**config.mk**
```make
export PLATFORM = sky130hd
export DESIGN_NAME = vga_controller
export DESIGN_NICKNAME = d
export VERILOG_FILES = /design/src/source/vga_pkg.sv /design/src/source/scan_decoder.sv /design/src/source/layer_hit_unit.sv /design/src/source/pixel_compositor.sv /design/src/source/vga_controller.sv
export SDC_FILE = /design/constraint.sdc
export NUM_CORES = 1
export LEC_CHECK = 0
export ABC_CLOCK_PERIOD_IN_PS = 5300
export BUFFER_PORTS_ARGS = -buffer_cell sky130_fd_sc_hd__clkbuf_2
export CAP_MARGIN = 20
export CORE_ASPECT_RATIO = 1.5
export CORE_UTILIZATION = 60
export CTS_CLUSTER_SIZE = 12
export DETAILED_ROUTE_END_ITERATION = 6
export PLACE_DENSITY = 0.82
export RECOVER_POWER = 25
export SLEW_MARGIN = 40
export SYNTH_ARGS = -nofsm -noshare
export SYNTH_HDL_FRONTEND = slang
export SYNTH_SLANG_ARGS = --single-unit
```
**constraint.sdc**
```tcl
create_clock -name VGA_CLK_n -period 5.3 [get_ports VGA_CLK_n]
set_input_delay 0.795 -clock VGA_CLK_n [delete_from_list [all_inputs] [get_ports VGA_CLK_n]]
set_output_delay 0.795 -clock VGA_CLK_n [all_outputs]
set_load 0.02 [all_outputs]
```
**src/source/vga_pkg.sv**
```systemverilog
package vga_pkg;

	// pixel coordinate, wide enough for 640x480 totals
	typedef logic [10:0] coord_t;

	// bgr byte order, matching the DAC bus
	typedef struct packed {
		logic [7:0] b;
		logic [7:0] g;
		logic [7:0] r;
	} rgb_t;

	typedef struct packed {
		coord_t     pos_x;
		coord_t     pos_y;
		logic [2:0] lives;
	} player_t;

	// decode to execute stage
	typedef struct packed {
		coord_t x;
		coord_t y;
		logic   valid;
		logic   hs;
		logic   vs;
		logic   frame_start;
	} scan_t;

	// execute to result stage
	typedef struct packed {
		logic valid;
		logic hs;
		logic vs;
		logic p1_sprite;
		logic p2_sprite;
		logic p1_lives;
		logic p2_lives;
	} hit_t;

	localparam int LIVES_MAX  = 5;
	localparam int SPRITE_W   = 16;
	localparam int SPRITE_H   = 16;
	localparam int LIVES_SIZE = 4;
	localparam int LIVES_STEP = 6;

	localparam rgb_t BG_COLOR     = '{b: 8'h55, g: 8'h55, r: 8'h55};
	localparam rgb_t P1_COLOR     = '{b: 8'h20, g: 8'h80, r: 8'hf0};
	localparam rgb_t P2_COLOR     = '{b: 8'hf0, g: 8'h90, r: 8'h30};
	localparam rgb_t LIVES1_COLOR = '{b: 8'h00, g: 8'h00, r: 8'h7c};
	localparam rgb_t LIVES2_COLOR = '{b: 8'haa, g: 8'haa, r: 8'haa};

endpackage

```
**src/source/scan_decoder.sv**
```systemverilog
`timescale 1ns/1ps

module scan_decoder import vga_pkg::*; #(
	parameter int H_ACTIVE = 640,
	parameter int H_FRONT  = 16,
	parameter int H_SYNC   = 96,
	parameter int H_BACK   = 48,
	parameter int V_ACTIVE = 480,
	parameter int V_FRONT  = 10,
	parameter int V_SYNC   = 2,
	parameter int V_BACK   = 33
) (
	input  logic  VGA_CLK_n,
	input  logic  iRST_n,
	output scan_t scan
);

	localparam int H_TOTAL    = H_ACTIVE + H_FRONT + H_SYNC + H_BACK;
	localparam int V_TOTAL    = V_ACTIVE + V_FRONT + V_SYNC + V_BACK;
	localparam int H_SYNC_BEG = H_ACTIVE + H_FRONT;
	localparam int H_SYNC_END = H_SYNC_BEG + H_SYNC;
	localparam int V_SYNC_BEG = V_ACTIVE + V_FRONT;
	localparam int V_SYNC_END = V_SYNC_BEG + V_SYNC;

	coord_t h_cnt;
	coord_t v_cnt;
	logic   line_end;
	logic   frame_end;
	logic   active;
	logic   hs_n;
	logic   vs_n;

	assign line_end  = (h_cnt == coord_t'(H_TOTAL - 1));
	assign frame_end = (v_cnt == coord_t'(V_TOTAL - 1));

	// position counters, line first then frame
	always_ff @(posedge VGA_CLK_n or negedge iRST_n) begin
		if (!iRST_n) begin
			h_cnt <= '0;
			v_cnt <= '0;
		end else begin
			if (line_end) begin
				h_cnt <= '0;
				if (frame_end)
					v_cnt <= '0;
				else
					v_cnt <= v_cnt + 1'b1;
			end else begin
				h_cnt <= h_cnt + 1'b1;
			end
		end
	end

	// active area comes first on every line and in every frame
	assign active = (h_cnt < H_ACTIVE) && (v_cnt < V_ACTIVE);

	// sync pulses are active low
	assign hs_n = !((h_cnt >= H_SYNC_BEG) && (h_cnt < H_SYNC_END));
	assign vs_n = !((v_cnt >= V_SYNC_BEG) && (v_cnt < V_SYNC_END));

	always_ff @(posedge VGA_CLK_n or negedge iRST_n) begin
		if (!iRST_n) begin
			scan.x           <= '0;
			scan.y           <= '0;
			scan.valid       <= 1'b0;
			scan.hs          <= 1'b1;
			scan.vs          <= 1'b1;
			scan.frame_start <= 1'b0;
		end else begin
			scan.x           <= h_cnt;
			scan.y           <= v_cnt;
			scan.valid       <= active;
			scan.hs          <= hs_n;
			scan.vs          <= vs_n;
			// one cycle marker at the top left corner
			scan.frame_start <= (h_cnt == '0) && (v_cnt == '0);
		end
	end

endmodule

```
**src/source/layer_hit_unit.sv**
```systemverilog
`timescale 1ns/1ps

module layer_hit_unit import vga_pkg::*; #(
	parameter int LIVES1_X = 16,
	parameter int LIVES2_X = 590,
	parameter int LIVES_Y  = 16
) (
	input  logic    VGA_CLK_n,
	input  logic    iRST_n,
	input  scan_t   scan,
	input  player_t p1,
	input  player_t p2,
	output hit_t    hits
);

	player_t p1_q;
	player_t p2_q;
	player_t p1_cur;
	player_t p2_cur;

	// rectangle test against the sprite's top left corner
	function automatic logic sprite_hit(coord_t x, coord_t y, player_t p);
		logic in_x;
		logic in_y;
		in_x = (x >= p.pos_x) && (int'(x) < int'(p.pos_x) + SPRITE_W);
		in_y = (y >= p.pos_y) && (int'(y) < int'(p.pos_y) + SPRITE_H);
		return in_x && in_y;
	endfunction

	// row of boxes, only the first lives of them are drawn
	function automatic logic lives_hit(coord_t x, coord_t y, int base_x,
			logic [2:0] lives);
		logic hit;
		logic in_y;
		int   left;
		hit  = 1'b0;
		in_y = (int'(y) >= LIVES_Y) && (int'(y) < LIVES_Y + LIVES_SIZE);
		for (int j = 0; j < LIVES_MAX; j++) begin
			left = base_x + j * LIVES_STEP;
			if (in_y && (j < lives) && (int'(x) >= left) && (int'(x) < left + LIVES_SIZE))
				hit = 1'b1;
		end
		return hit;
	endfunction

	// players are sampled once per frame so a frame never tears
	always_ff @(posedge VGA_CLK_n or negedge iRST_n) begin
		if (!iRST_n) begin
			p1_q <= '0;
			p2_q <= '0;
		end else if (scan.frame_start) begin
			p1_q <= p1;
			p2_q <= p2;
		end
	end

	// first pixel of a frame already sees the new values
	assign p1_cur = scan.frame_start ? p1 : p1_q;
	assign p2_cur = scan.frame_start ? p2 : p2_q;

	always_ff @(posedge VGA_CLK_n or negedge iRST_n) begin
		if (!iRST_n) begin
			hits <= '{valid: 1'b0, hs: 1'b1, vs: 1'b1, default: 1'b0};
		end else begin
			hits.valid     <= scan.valid;
			hits.hs        <= scan.hs;
			hits.vs        <= scan.vs;
			hits.p1_sprite <= scan.valid && sprite_hit(scan.x, scan.y, p1_cur);
			hits.p2_sprite <= scan.valid && sprite_hit(scan.x, scan.y, p2_cur);
			hits.p1_lives  <= scan.valid &&
				lives_hit(scan.x, scan.y, LIVES1_X, p1_cur.lives);
			hits.p2_lives  <= scan.valid &&
				lives_hit(scan.x, scan.y, LIVES2_X, p2_cur.lives);
		end
	end

endmodule

```
**src/source/pixel_compositor.sv**
```systemverilog
`timescale 1ns/1ps

module pixel_compositor import vga_pkg::*; (
	input  logic VGA_CLK_n,
	input  logic iRST_n,
	input  hit_t hits,
	output rgb_t rgb,
	output logic blank_n,
	output logic hs,
	output logic vs
);

	rgb_t color;

	// frontmost layer wins, lives boxes sit above the sprites
	always_comb begin
		if (!hits.valid)
			color = '0;
		else if (hits.p2_lives)
			color = LIVES2_COLOR;
		else if (hits.p1_lives)
			color = LIVES1_COLOR;
		else if (hits.p2_sprite)
			color = P2_COLOR;
		else if (hits.p1_sprite)
			color = P1_COLOR;
		else
			color = BG_COLOR;
	end

	// colour and sync leave on the same edge
	always_ff @(posedge VGA_CLK_n or negedge iRST_n) begin
		if (!iRST_n) begin
			rgb     <= '0;
			blank_n <= 1'b0;
			hs      <= 1'b1;
			vs      <= 1'b1;
		end else begin
			rgb     <= color;
			blank_n <= hits.valid;
			hs      <= hits.hs;
			vs      <= hits.vs;
		end
	end

endmodule

```
**src/source/vga_controller.sv**
```systemverilog
`timescale 1ns/1ps

module vga_controller import vga_pkg::*; #(
	parameter int H_ACTIVE = 640,
	parameter int H_FRONT  = 16,
	parameter int H_SYNC   = 96,
	parameter int H_BACK   = 48,
	parameter int V_ACTIVE = 480,
	parameter int V_FRONT  = 10,
	parameter int V_SYNC   = 2,
	parameter int V_BACK   = 33,
	parameter int LIVES1_X = 16,
	parameter int LIVES2_X = 590,
	parameter int LIVES_Y  = 16
) (
	input  logic    VGA_CLK_n,
	input  logic    iRST_n,
	input  player_t p1,
	input  player_t p2,
	output logic    blank_n,
	output logic    hs,
	output logic    vs,
	output rgb_t    rgb
);

	scan_t scan;
	hit_t  hits;

	// decode: scan timing and pixel position
	scan_decoder #(
		.H_ACTIVE (H_ACTIVE),
		.H_FRONT  (H_FRONT),
		.H_SYNC   (H_SYNC),
		.H_BACK   (H_BACK),
		.V_ACTIVE (V_ACTIVE),
		.V_FRONT  (V_FRONT),
		.V_SYNC   (V_SYNC),
		.V_BACK   (V_BACK)
	) u_decode (
		.VGA_CLK_n (VGA_CLK_n),
		.iRST_n    (iRST_n),
		.scan      (scan)
	);

	// execute: per layer hit flags
	layer_hit_unit #(
		.LIVES1_X (LIVES1_X),
		.LIVES2_X (LIVES2_X),
		.LIVES_Y  (LIVES_Y)
	) u_execute (
		.VGA_CLK_n (VGA_CLK_n),
		.iRST_n    (iRST_n),
		.scan      (scan),
		.p1        (p1),
		.p2        (p2),
		.hits      (hits)
	);

	// result: priority mux and output registers
	pixel_compositor u_result (
		.VGA_CLK_n (VGA_CLK_n),
		.iRST_n    (iRST_n),
		.hits      (hits),
		.rgb       (rgb),
		.blank_n   (blank_n),
		.hs        (hs),
		.vs        (vs)
	);

endmodule

```
==> metrics.md, run 1 <==
| Metric | Value |
|---|---|
| # H-tree levels | 4 |
| Die area | 0.0119 mm^2 |
| Initial Util | 0.620 |
| Netlist Area Pre-Place | 0.00690 mm^2 |
| CP startpoint kind | flop |
| Max-cap viol count | 0 |
| Sw Pwr | 0.509 mW |
| Core footprint | 0.0111 mm^2 |
| Max clock buf depth | 2 |
| Ys async rst share | 1.00 |
| FILL cells | 777 |
| Io pins | 79 |
| Routed WL | 15400 um |
| Drt wl/cell | 17.0 um |
| DP Wirelength | 11300 um |
| Syn avg cell area | 10.3 um^2 |
| Post-synth top cells | dfrtp_1, ha_1, inv_1 |
| Net Count, Synth | 799 |
| Setup Skew | 9.74 ps |
| Die height | 133 um |
| Number of global-route vias before repair | 5643 |
| GRT overflow | 0 |
| CTS Hold Buffers Added | 0 |
| Required time of the critical path | 5630 ps |
| EDFF count, synth | 0 |
| Fin crit share | 0.626 |
| CTS tree | yes |
| Seq cells post-synth | 119 |
| Period minus WS final | 3320 ps |
| Met2 Track Usage GR | 0.502 |
| Setup TNS | 0 ps |
| CP Class | flop to flop |
| Logic pwr share | 0.072 |
| Cell taking the most area after synthesis | dfrtp_1 |
| Fmax | 302 MHz |
| All-layer global routing usage | 0.284 |
| Initial antenna violation count | 0 |
| Hold Fails Final Rpt | 0 |
| Clk_lat worst skew | 410 ps |
| Status | completed |
| Synth warnings | 0 |
| Worst-Margin Slew | 677 ps |
| Drt first pass iters | 4 |
| Endpoint class of the critical path | flop |
| Drt drc | 0 |
| Top post-synthesis cells by area | dfrtp_1, ha_1, mux2i_1 |
| Clock sinks | 119 |
| Netlist cell types | 60 |
| Setup Buffers After CTS | 0 |
| Sw Ratio | 0.237 |
| Overall power | 2.15 mW |
| Antenna violation net count after detailed routing | 0 |
| Cell Pwr Density | 272 mW/mm^2 |
| Max Slew Vio Count | 0 |
| CTS Buf Count | 17 |
| Synth top area share | 0.410 |
| Maximum vdd drop | 0.227 mV |
| Pleak | 3.79 nW |
| Dominant synthesized flop cell | dfrtp_1 |
| Nets | 875 |
| Mapped Cells | 667 |
| Fin util | 0.713 |
| Critical Path AT | 3650 ps |
| Diodes inserted | 0 |
| RSZ-0062 raised after global routing | no |
| Via count | 5329 |
| Post_cts resized | 0 |
| Met1 Use GR | 0.314 |
| Largest net degree at the start of global routing | 76 |
| Ratio of cells with drive above 1 in the final layout | 0.179 |
| Seq/Total Area, Yosys | 0.433 |
| First-pass GRT wire length | 25600 um |
| Crit path max fanout | 50 |
| GR Util met3 | 0.0595 |
| Area of the multi-input gates | 0.00353 mm^2 |
| Reg area | 0.00299 mm^2 |
| Hold Path Class | flop to flop |
| Reg clk slew, reported paths | 60 ps |
| GPL Wtd Cong | 0.962 |
| Clk root buf | clkbuf_16 |
| Port bufs | 78 |
| Reg power frac | 0.436 |
| Site row count | 47 |
| Relative slew slack | 0.549 |
| Avg Vias per Cell | 5.90 |
| Clk pwr share | 0.492 |
| Starting DRT DRC Count | 266 |
| Global route hottest layer | met2 |
| Die Span X | 89.5 um |
| Area Overhead vs Synth | 14.9% |
| Final Setup Violations | 0 |
| Internal power | 1.64 mW |
| Top-count cell post-synth | dfrtp_1 |
## cell usage in the layout, fill, tap and decap left out, types with 19 or more instances in the layout
cell type,instances
inv_1,62
o21ai_0,28
a21oi_1,24
ha_1,80
dfrtp_1,112
nand2_1,46
mux2i_1,37
nor2_1,31
clkbuf_2,77
nor3_1,19
nand3_1,23
xnor2_1,29
## area by class of cell
type | count | share of cell area
Multi-Input combinational cell | 462 | 0.446
Sequential cell | 119 | 0.377
Clock buffer | 19 | 0.0559
Timing Repair Buffer | 81 | 0.0545
Inverter | 62 | 0.0294
Tap cell | 147 | 0.0232
Clock inverter | 13 | 0.0136
## sequential cells by signal, indices dropped and copies added (netlist names)
register and count:
u_decode.scan 26, u_execute.p1_q 25, u_execute.p2_q 25, u_decode.h_cnt 11
u_decode.v_cnt 11, u_result.rgb 11, u_execute.hits 7, u_result.blank_n 1
u_result.hs 1, u_result.vs 1
## per-layer routing
metal  part of all wire  up-vias  wire length [um]
met5                  0        -                 0
met1               0.39     2617              6000
met4              0.031        0               483
met3              0.037       43               566
met2               0.54      161              8320
li1                   -     2508                 -
## worst max-delay path, stage by stage, from the launching register on
cell	delay, ps
dfrtp_4	700
buf_12	310
nand2_1	120
and2_1	200
inv_1	100
ha_1	200
nand3_1	140
nor3_1	210
xnor2_1	160
ha_1	270
o211ai_1	100
a211oi_1	90
a211oi_1	270
o221ai_1	170
nor3_1	160
## through the flow
stage	area [um^2]	hold slack, ps	instances	setup slack, ps
floorplan	6900	345	667	2050
global placement	7330	347	869	2110
detailed placement	7360	348	870	2050
CTS	7910	354	902	2010
global route	7920	363	903	1760
finish	7920	354	903	1980
## worst paths after layout
path / cells after the start / startpoint / slack, ps / endpoint
worst max-delay path: 14 / u_decode.scan[0] / 1980 / u_execute.hits[2]
worst min-delay path: 0 / u_decode.scan[2] / 350 / u_execute.hits[5]
worst max register to register: 14 / u_decode.scan[0] / 1980 / u_execute.hits[2]
worst min register to register: 0 / u_decode.scan[2] / 350 / u_execute.hits[5]
max in group asynchronous: 2 / iRST_n / 3890 / u_execute.p2_q[24]
min in group asynchronous: 1 / iRST_n / 390 / u_execute.p2_q[7]
## kinds of logic (layout without fill, tap and decap cells)
| family | after synthesis | after routing | synth area share |
|---|---|---|---|
| AOI/OAI and AO/OA | 113 | 113 | 0.109 |
| xor gates and xnor gates | 35 | 35 | 0.0445 |
| adders and majority gates | 80 | 80 | 0.145 |
| buffers and inverters | 86 | 175 | 0.0553 |
| DFF | 119 | 119 | 0.433 |
| muxes | 45 | 45 | 0.0668 |
| and+or+nand+nor | 189 | 189 | 0.146 |
## power by group through the flow
stage	clock [mW]	sequential (mW)	combinational (mW)
2_1_floorplan	0	0.950	0.0877
5_1_grt	1.12	0.938	0.176
4_1_cts	1.07	0.937	0.157
6_report	1.06	0.938	0.155
3_3_place_gp	0	0.951	0.145
3_5_place_dp	0	0.953	0.154
Power figures use the tool's default switching activity.
==> inputs of run 2 (changes only) <==
- ABC_CLOCK_PERIOD_IN_PS: 5300 -> 2900
- CORE_UTILIZATION: 60 -> 53
- PLACE_DENSITY: 0.82 -> 0.76
- clock period: 5.3 -> 2.9 ns (I/O delays scaled with it)
==> metrics.md, run 2 (synthesis results as in run 1) <==
| Metric | Value |
|---|---|
| Diodes inserted | 0 |
| Fmax | 359 MHz |
| Commonest non-fill, non-tap cell in the layout | dfrtp_1 |
| All-layer global routing usage | 0.251 |
| Initial Util | 0.548 |
| Area of the multi-input gates | 0.00366 mm^2 |
| Drt first pass iters | 4 |
| Clk_lat worst skew | 420 ps |
| Crit path max fanout | 9 |
| Sw Pwr | 0.917 mW |
| Max Slew Vio Count | 0 |
| Io pins | 79 |
| Top reg by flops | u_decode.scan |
| Die area | 0.0135 mm^2 |
| Max clock buf depth | 2 |
| Drt drc | 0 |
| Setup TNS | 0 ps |
| Reg clk slew, reported paths | 50 ps |
| Die Span X | 95.1 um |
| Number of global-route vias before repair | 5615 |
| Clock sinks | 119 |
| Relative slew slack | 0.0420 |
| Nets | 889 |
| First-pass GRT wire length | 25700 um |
| Ratio of cells with drive above 1 in the final layout | 0.216 |
| Port bufs | 78 |
| CTS Buf Count | 17 |
| Logic pwr share | 0.074 |
| Pleak | 3.92 nW |
| GRT overflow | 0 |
| Avg Vias per Cell | 5.69 |
| Maximum vdd drop | 0.442 mV |
| Most frequent cells in the layout | dfrtp_1, ha_1, clkbuf_2 |
| RSZ-0062 raised after global routing | yes |
| Fin crit share | 0.961 |
| Sw Ratio | 0.220 |
| Largest net degree at the start of global routing | 44 |
| Starting DRT DRC Count | 218 |
| Hold Fails Final Rpt | 0 |
| GPL Wtd Cong | 0.892 |
| Clk root buf | clkbuf_16 |
| Period minus WS final | 2790 ps |
| Setup Skew | 9.63 ps |
| Routed WL | 15800 um |
| FILL cells | 967 |
| Reg area | 0.00299 mm^2 |
| Reg power frac | 0.412 |
| Core footprint | 0.0126 mm^2 |
| CTS tree | yes |
| Status | completed |
| Max-cap viol count | 0 |
| Area Overhead vs Synth | 19.2% |
| Antenna violation net count after detailed routing | 0 |
| CP startpoint kind | flop |
| Max reg flops | 26 |
| Biggest regs | u_decode.scan: 26 flops, u_execute.p1_q: 25 flops, u_execute.p2_q: 25 flops |
| Endpoint class of the critical path | flop |
| # H-tree levels | 4 |
| Internal power | 3.24 mW |
| Clk pwr share | 0.514 |
| Required time of the critical path | 3230 ps |
| Site row count | 50 |
| Final Setup Violations | 0 |
| Drt wl/cell | 17.0 um |
| CP Class | flop to flop |
| Cell Pwr Density | 506 mW/mm^2 |
| Hold Path Class | input pin to flop |
| Worst-Margin Slew | 1440 ps |
| Via count | 5268 |
| Critical Path AT | 3120 ps |
| Die height | 142 um |
| DP Wirelength | 11700 um |
| Initial antenna violation count | 0 |
| Fin Hold WS | 274 ps |
==> run 2: changes by cell type in the layout (fill, tap and decap cells not counted), moves of 4 or more <==
cell / change
clkbuf_1: +4
mux2i_2: +5
mux2i_1: -5
buf_4: +10
==> run 2: critical path: stages (launching register included) <==
cell and delay [ps]:
dfrtp_4 530, buf_4 160, buf_4 170, mux2i_2 380, xnor2_1 150, ha_1 310, a21o_1 190, a21oi_2 180
buf_4 130, a32o_1 190, o221ai_2 130, nor3_2 170
==> run 2: final timing paths <==
kind,from,to,slack [ps],cells after the start
setup / recovery,u_decode.scan[0],u_execute.hits[2],110,11
hold / removal,p1[16],u_execute.p1_q[16],270,3
setup reg to reg,u_decode.scan[0],u_execute.hits[2],110,11
hold reg to reg,u_execute.hits[5],u_result.hs,360,0
max in group asynchronous,iRST_n,u_result.vs,910,3
min in group asynchronous,iRST_n,u_execute.p2_q[8],890,2
==> run 2: metal layers <==
metal | wire length (um) | GRT usage | vias up
li1 | - | - | 2540
met1 | 6320 | 0.278 | 2558
met2 | 8510 | 0.444 | 131
met3 | 535 | 0.0493 | 39
met4 | 414 | 0.133 | 0
met5 | 0 | 0 | -
==> run 2: final cells by class <==
| class | instances | share of cell area |
|---|---|---|
| multi-input combinational | 462 | 0.445 |
| sequential | 119 | 0.364 |
| timing repair buffer | 95 | 0.0661 |
| clock buffer | 24 | 0.0586 |
| inverter | 62 | 0.0283 |
| tap | 156 | 0.0237 |
| clock inverter | 8 | 0.0148 |
==> run 2: what timing repair did <==
item / 4_1_cts / 5_1_grt
pin swaps: 0 / 7
hold buffers: 1 / 0
gates resized for setup: 3 / 28
hold endpoints to repair: 22 / 0
setup endpoints to repair: 1 / 2
setup buffers: 0 / 5
==> run 2: power groups by stage <==
stage	combinational, mW	clock, mW	sequential, mW
2_1_floorplan	0.160	0	1.74
3_3_place_gp	0.276	0	1.74
3_5_place_dp	0.288	0	1.74
4_1_cts	0.294	2.17	1.71
5_1_grt	0.346	2.25	1.72
6_report	0.306	2.14	1.71
==> run 2: metrics by stage <==
step	utilization	instances	total power, mW	instance area, um^2	setup slack, ps
2_1_floorplan	-	667	1.90	6910	2.70
3_3_place_gp	0.591	888	2.02	7430	43.6
3_5_place_dp	0.591	888	2.03	7430	-46.6
4_1_cts	0.641	921	4.18	8060	43.6
5_1_grt	0.654	926	4.31	8220	-1.20
6_report	0.654	926	4.16	8220	112
==> inputs of run 3 (changes only) <==
- CORE_MARGIN: default -> 3
==> metrics.md, run 3 (synthesis results as in run 1) <==
| Metric | Value |
|---|---|
| Status | finished with violations |
| Violated checks | capacitance limit, slew limit |
| Maximum vdd drop | 0.350 mV |
| Setup TNS | 0 ps |
| Number of global-route vias before repair | 5632 |
| Hold Path Class | input pin to flop |
| Inst Count DP | 886 |
| Period minus WS final | 2850 ps |
| GPL Wtd Cong | 0.943 |
| Max Slew Vio Count | 44 |
| Reg clk slew, reported paths | 60 ps |
| CP Class | flop to flop |
| Critical Path Max Stage Delay | 470 ps |
| # H-tree levels | 4 |
| Most frequent cells in the layout | dfrtp_1, ha_1, clkbuf_2 |
| Clock sinks | 119 |
| Endpoint class of the critical path | flop |
| Commonest non-fill, non-tap cell in the layout | dfrtp_1 |
| Nets | 887 |
| Antenna violation net count after detailed routing | 0 |
| FILL cells | 945 |
| Die height | 146 um |
| Fin crit share | 0.982 |
| Worst-Margin Slew | 2330 ps |
| Drt drc | 0 |
| All-layer global routing usage | 0.220 |
| Diodes inserted | 0 |
| Overall power | 4.09 mW |
| Core footprint | 0.0126 mm^2 |
| CTS tree | yes |
| Ratio of cells with drive above 1 in the final layout | 0.229 |
| Port bufs | 78 |
| Clk_lat worst skew | 410 ps |
| Routed WL | 16100 um |
| Biggest regs | u_decode.scan: 26 flops, u_execute.p1_q: 25 flops, u_execute.p2_q: 25 flops |
| Initial Util | 0.548 |
| Crit path max fanout | 3 |
| First-pass GRT wire length | 25500 um |
| Hold Fails Final Rpt | 0 |
| CP startpoint kind | flop |
| GRT overflow | 0 |
| CTS Hold Buffers Added | 0 |
| Avg Vias per Cell | 5.79 |
| Critical Path AT | 3180 ps |
| Die area | 0.0144 mm^2 |
| Fmax | 351 MHz |
| Initial antenna violation count | 1 |
| Starting DRT DRC Count | 193 |
| Top reg by flops | u_decode.scan |
| Pleak | 3.90 nW |
| Drt first pass iters | 4 |
| Via count | 5347 |
| Required time of the critical path | 3230 ps |
| Setup Skew | 7.06 ps |
| Final Setup Violations | 0 |
| Site row count | 50 |
| CP max stage cell | dfrtp_4 |
| Max-cap viol count | 1 |
| Max clock buf depth | 2 |
| Largest net degree at the start of global routing | 77 |
| Clk root buf | clkbuf_16 |
| Io pins | 79 |
| Fin util | 0.653 |
| Max reg flops | 26 |
| Crit path cell chain | buf_4, buf_4, mux2i_2, inv_2, ha_4, nand3_4, nor3_4, xnor2_1, ha_1, a21oi_2, nand3_1, a31oi_2, o221ai_1, nor3_1 |
| CTS Buf Count | 17 |
| Final Non-Filler Cells | 924 |
| Area Overhead vs Synth | 19.1% |
| Die Span X | 99.1 um |
| Relative slew slack | -0.555 |
| Cell Pwr Density | 497 mW/mm^2 |
| Drt wl/cell | 17.4 um |
| DP Wirelength | 11600 um |
| Most common cell on crit path | buf_4 |
==> run 3: area by class of cell <==
cell class,instances,area (um^2),area share
multi-input combinational,462,3690,0.449
clock inverter,12,126,0.0154
clock buffer,20,457,0.0556
sequential,119,2990,0.364
tap,156,195,0.0238
inverter,62,233,0.0283
timing repair buffer,93,528,0.0643
==> run 3: final timing paths <==
check / from / slack (ps) / endpoint / cells after the start
setup reg to reg: u_decode.scan[0] / 50 / u_execute.hits[2] / 14
min in group asynchronous: iRST_n / 720 / u_execute.p2_q[7] / 1
hold reg to reg: u_decode.scan[2] / 360 / u_execute.hits[5] / 0
setup / recovery: u_decode.scan[0] / 50 / u_execute.hits[2] / 14
hold / removal: p1[17] / 270 / u_execute.p1_q[17] / 3
max in group asynchronous: iRST_n / 840 / u_decode.v_cnt[10] / 1
==> run 3: per-stage QoR <==
stage	hold WS (ps)	setup WS, ps	instance area [um^2]
after floorplan	139	2.70	6910
after global placement	348	128	7430
after detailed placement	349	64.5	7430
after CTS	24.0	21.1	8010
after global routing	274	-42.3	8220
final	275	52.3	8220
==> run 3: power breakdown <==
part	internal [mW]	switching [mW]	leakage [nW]
logic	0.129	0.180	2.16
registers	1.70	0.0174	1.46
clock network	1.31	0.757	0.286
total	3.13	0.954	3.90
==> run 3: what timing repair did <==
item	4_1_cts	5_1_grt
setup buffers	0	6
gates resized for setup	0	40
setup endpoints to repair	0	2
==> run 3: worst max-delay path, delay by kind of cell, from the launching register on <==
family	cells	cell delay (ps)
simple gates	4	560
buf+inv	3	410
flops	1	470
fa+ha+maj	2	440
xor+xnor	1	160
compound gates	3	570
mux	1	160
==> run 3: metal layers <==
metal  track usage  vias to the layer above  wire length, um
met1         0.238                     2640             6150
met5             0                        -                7
li1              -                     2535                -
met3        0.0484                       37              711
met2         0.403                      133             8830
met4        0.0930                        2              417
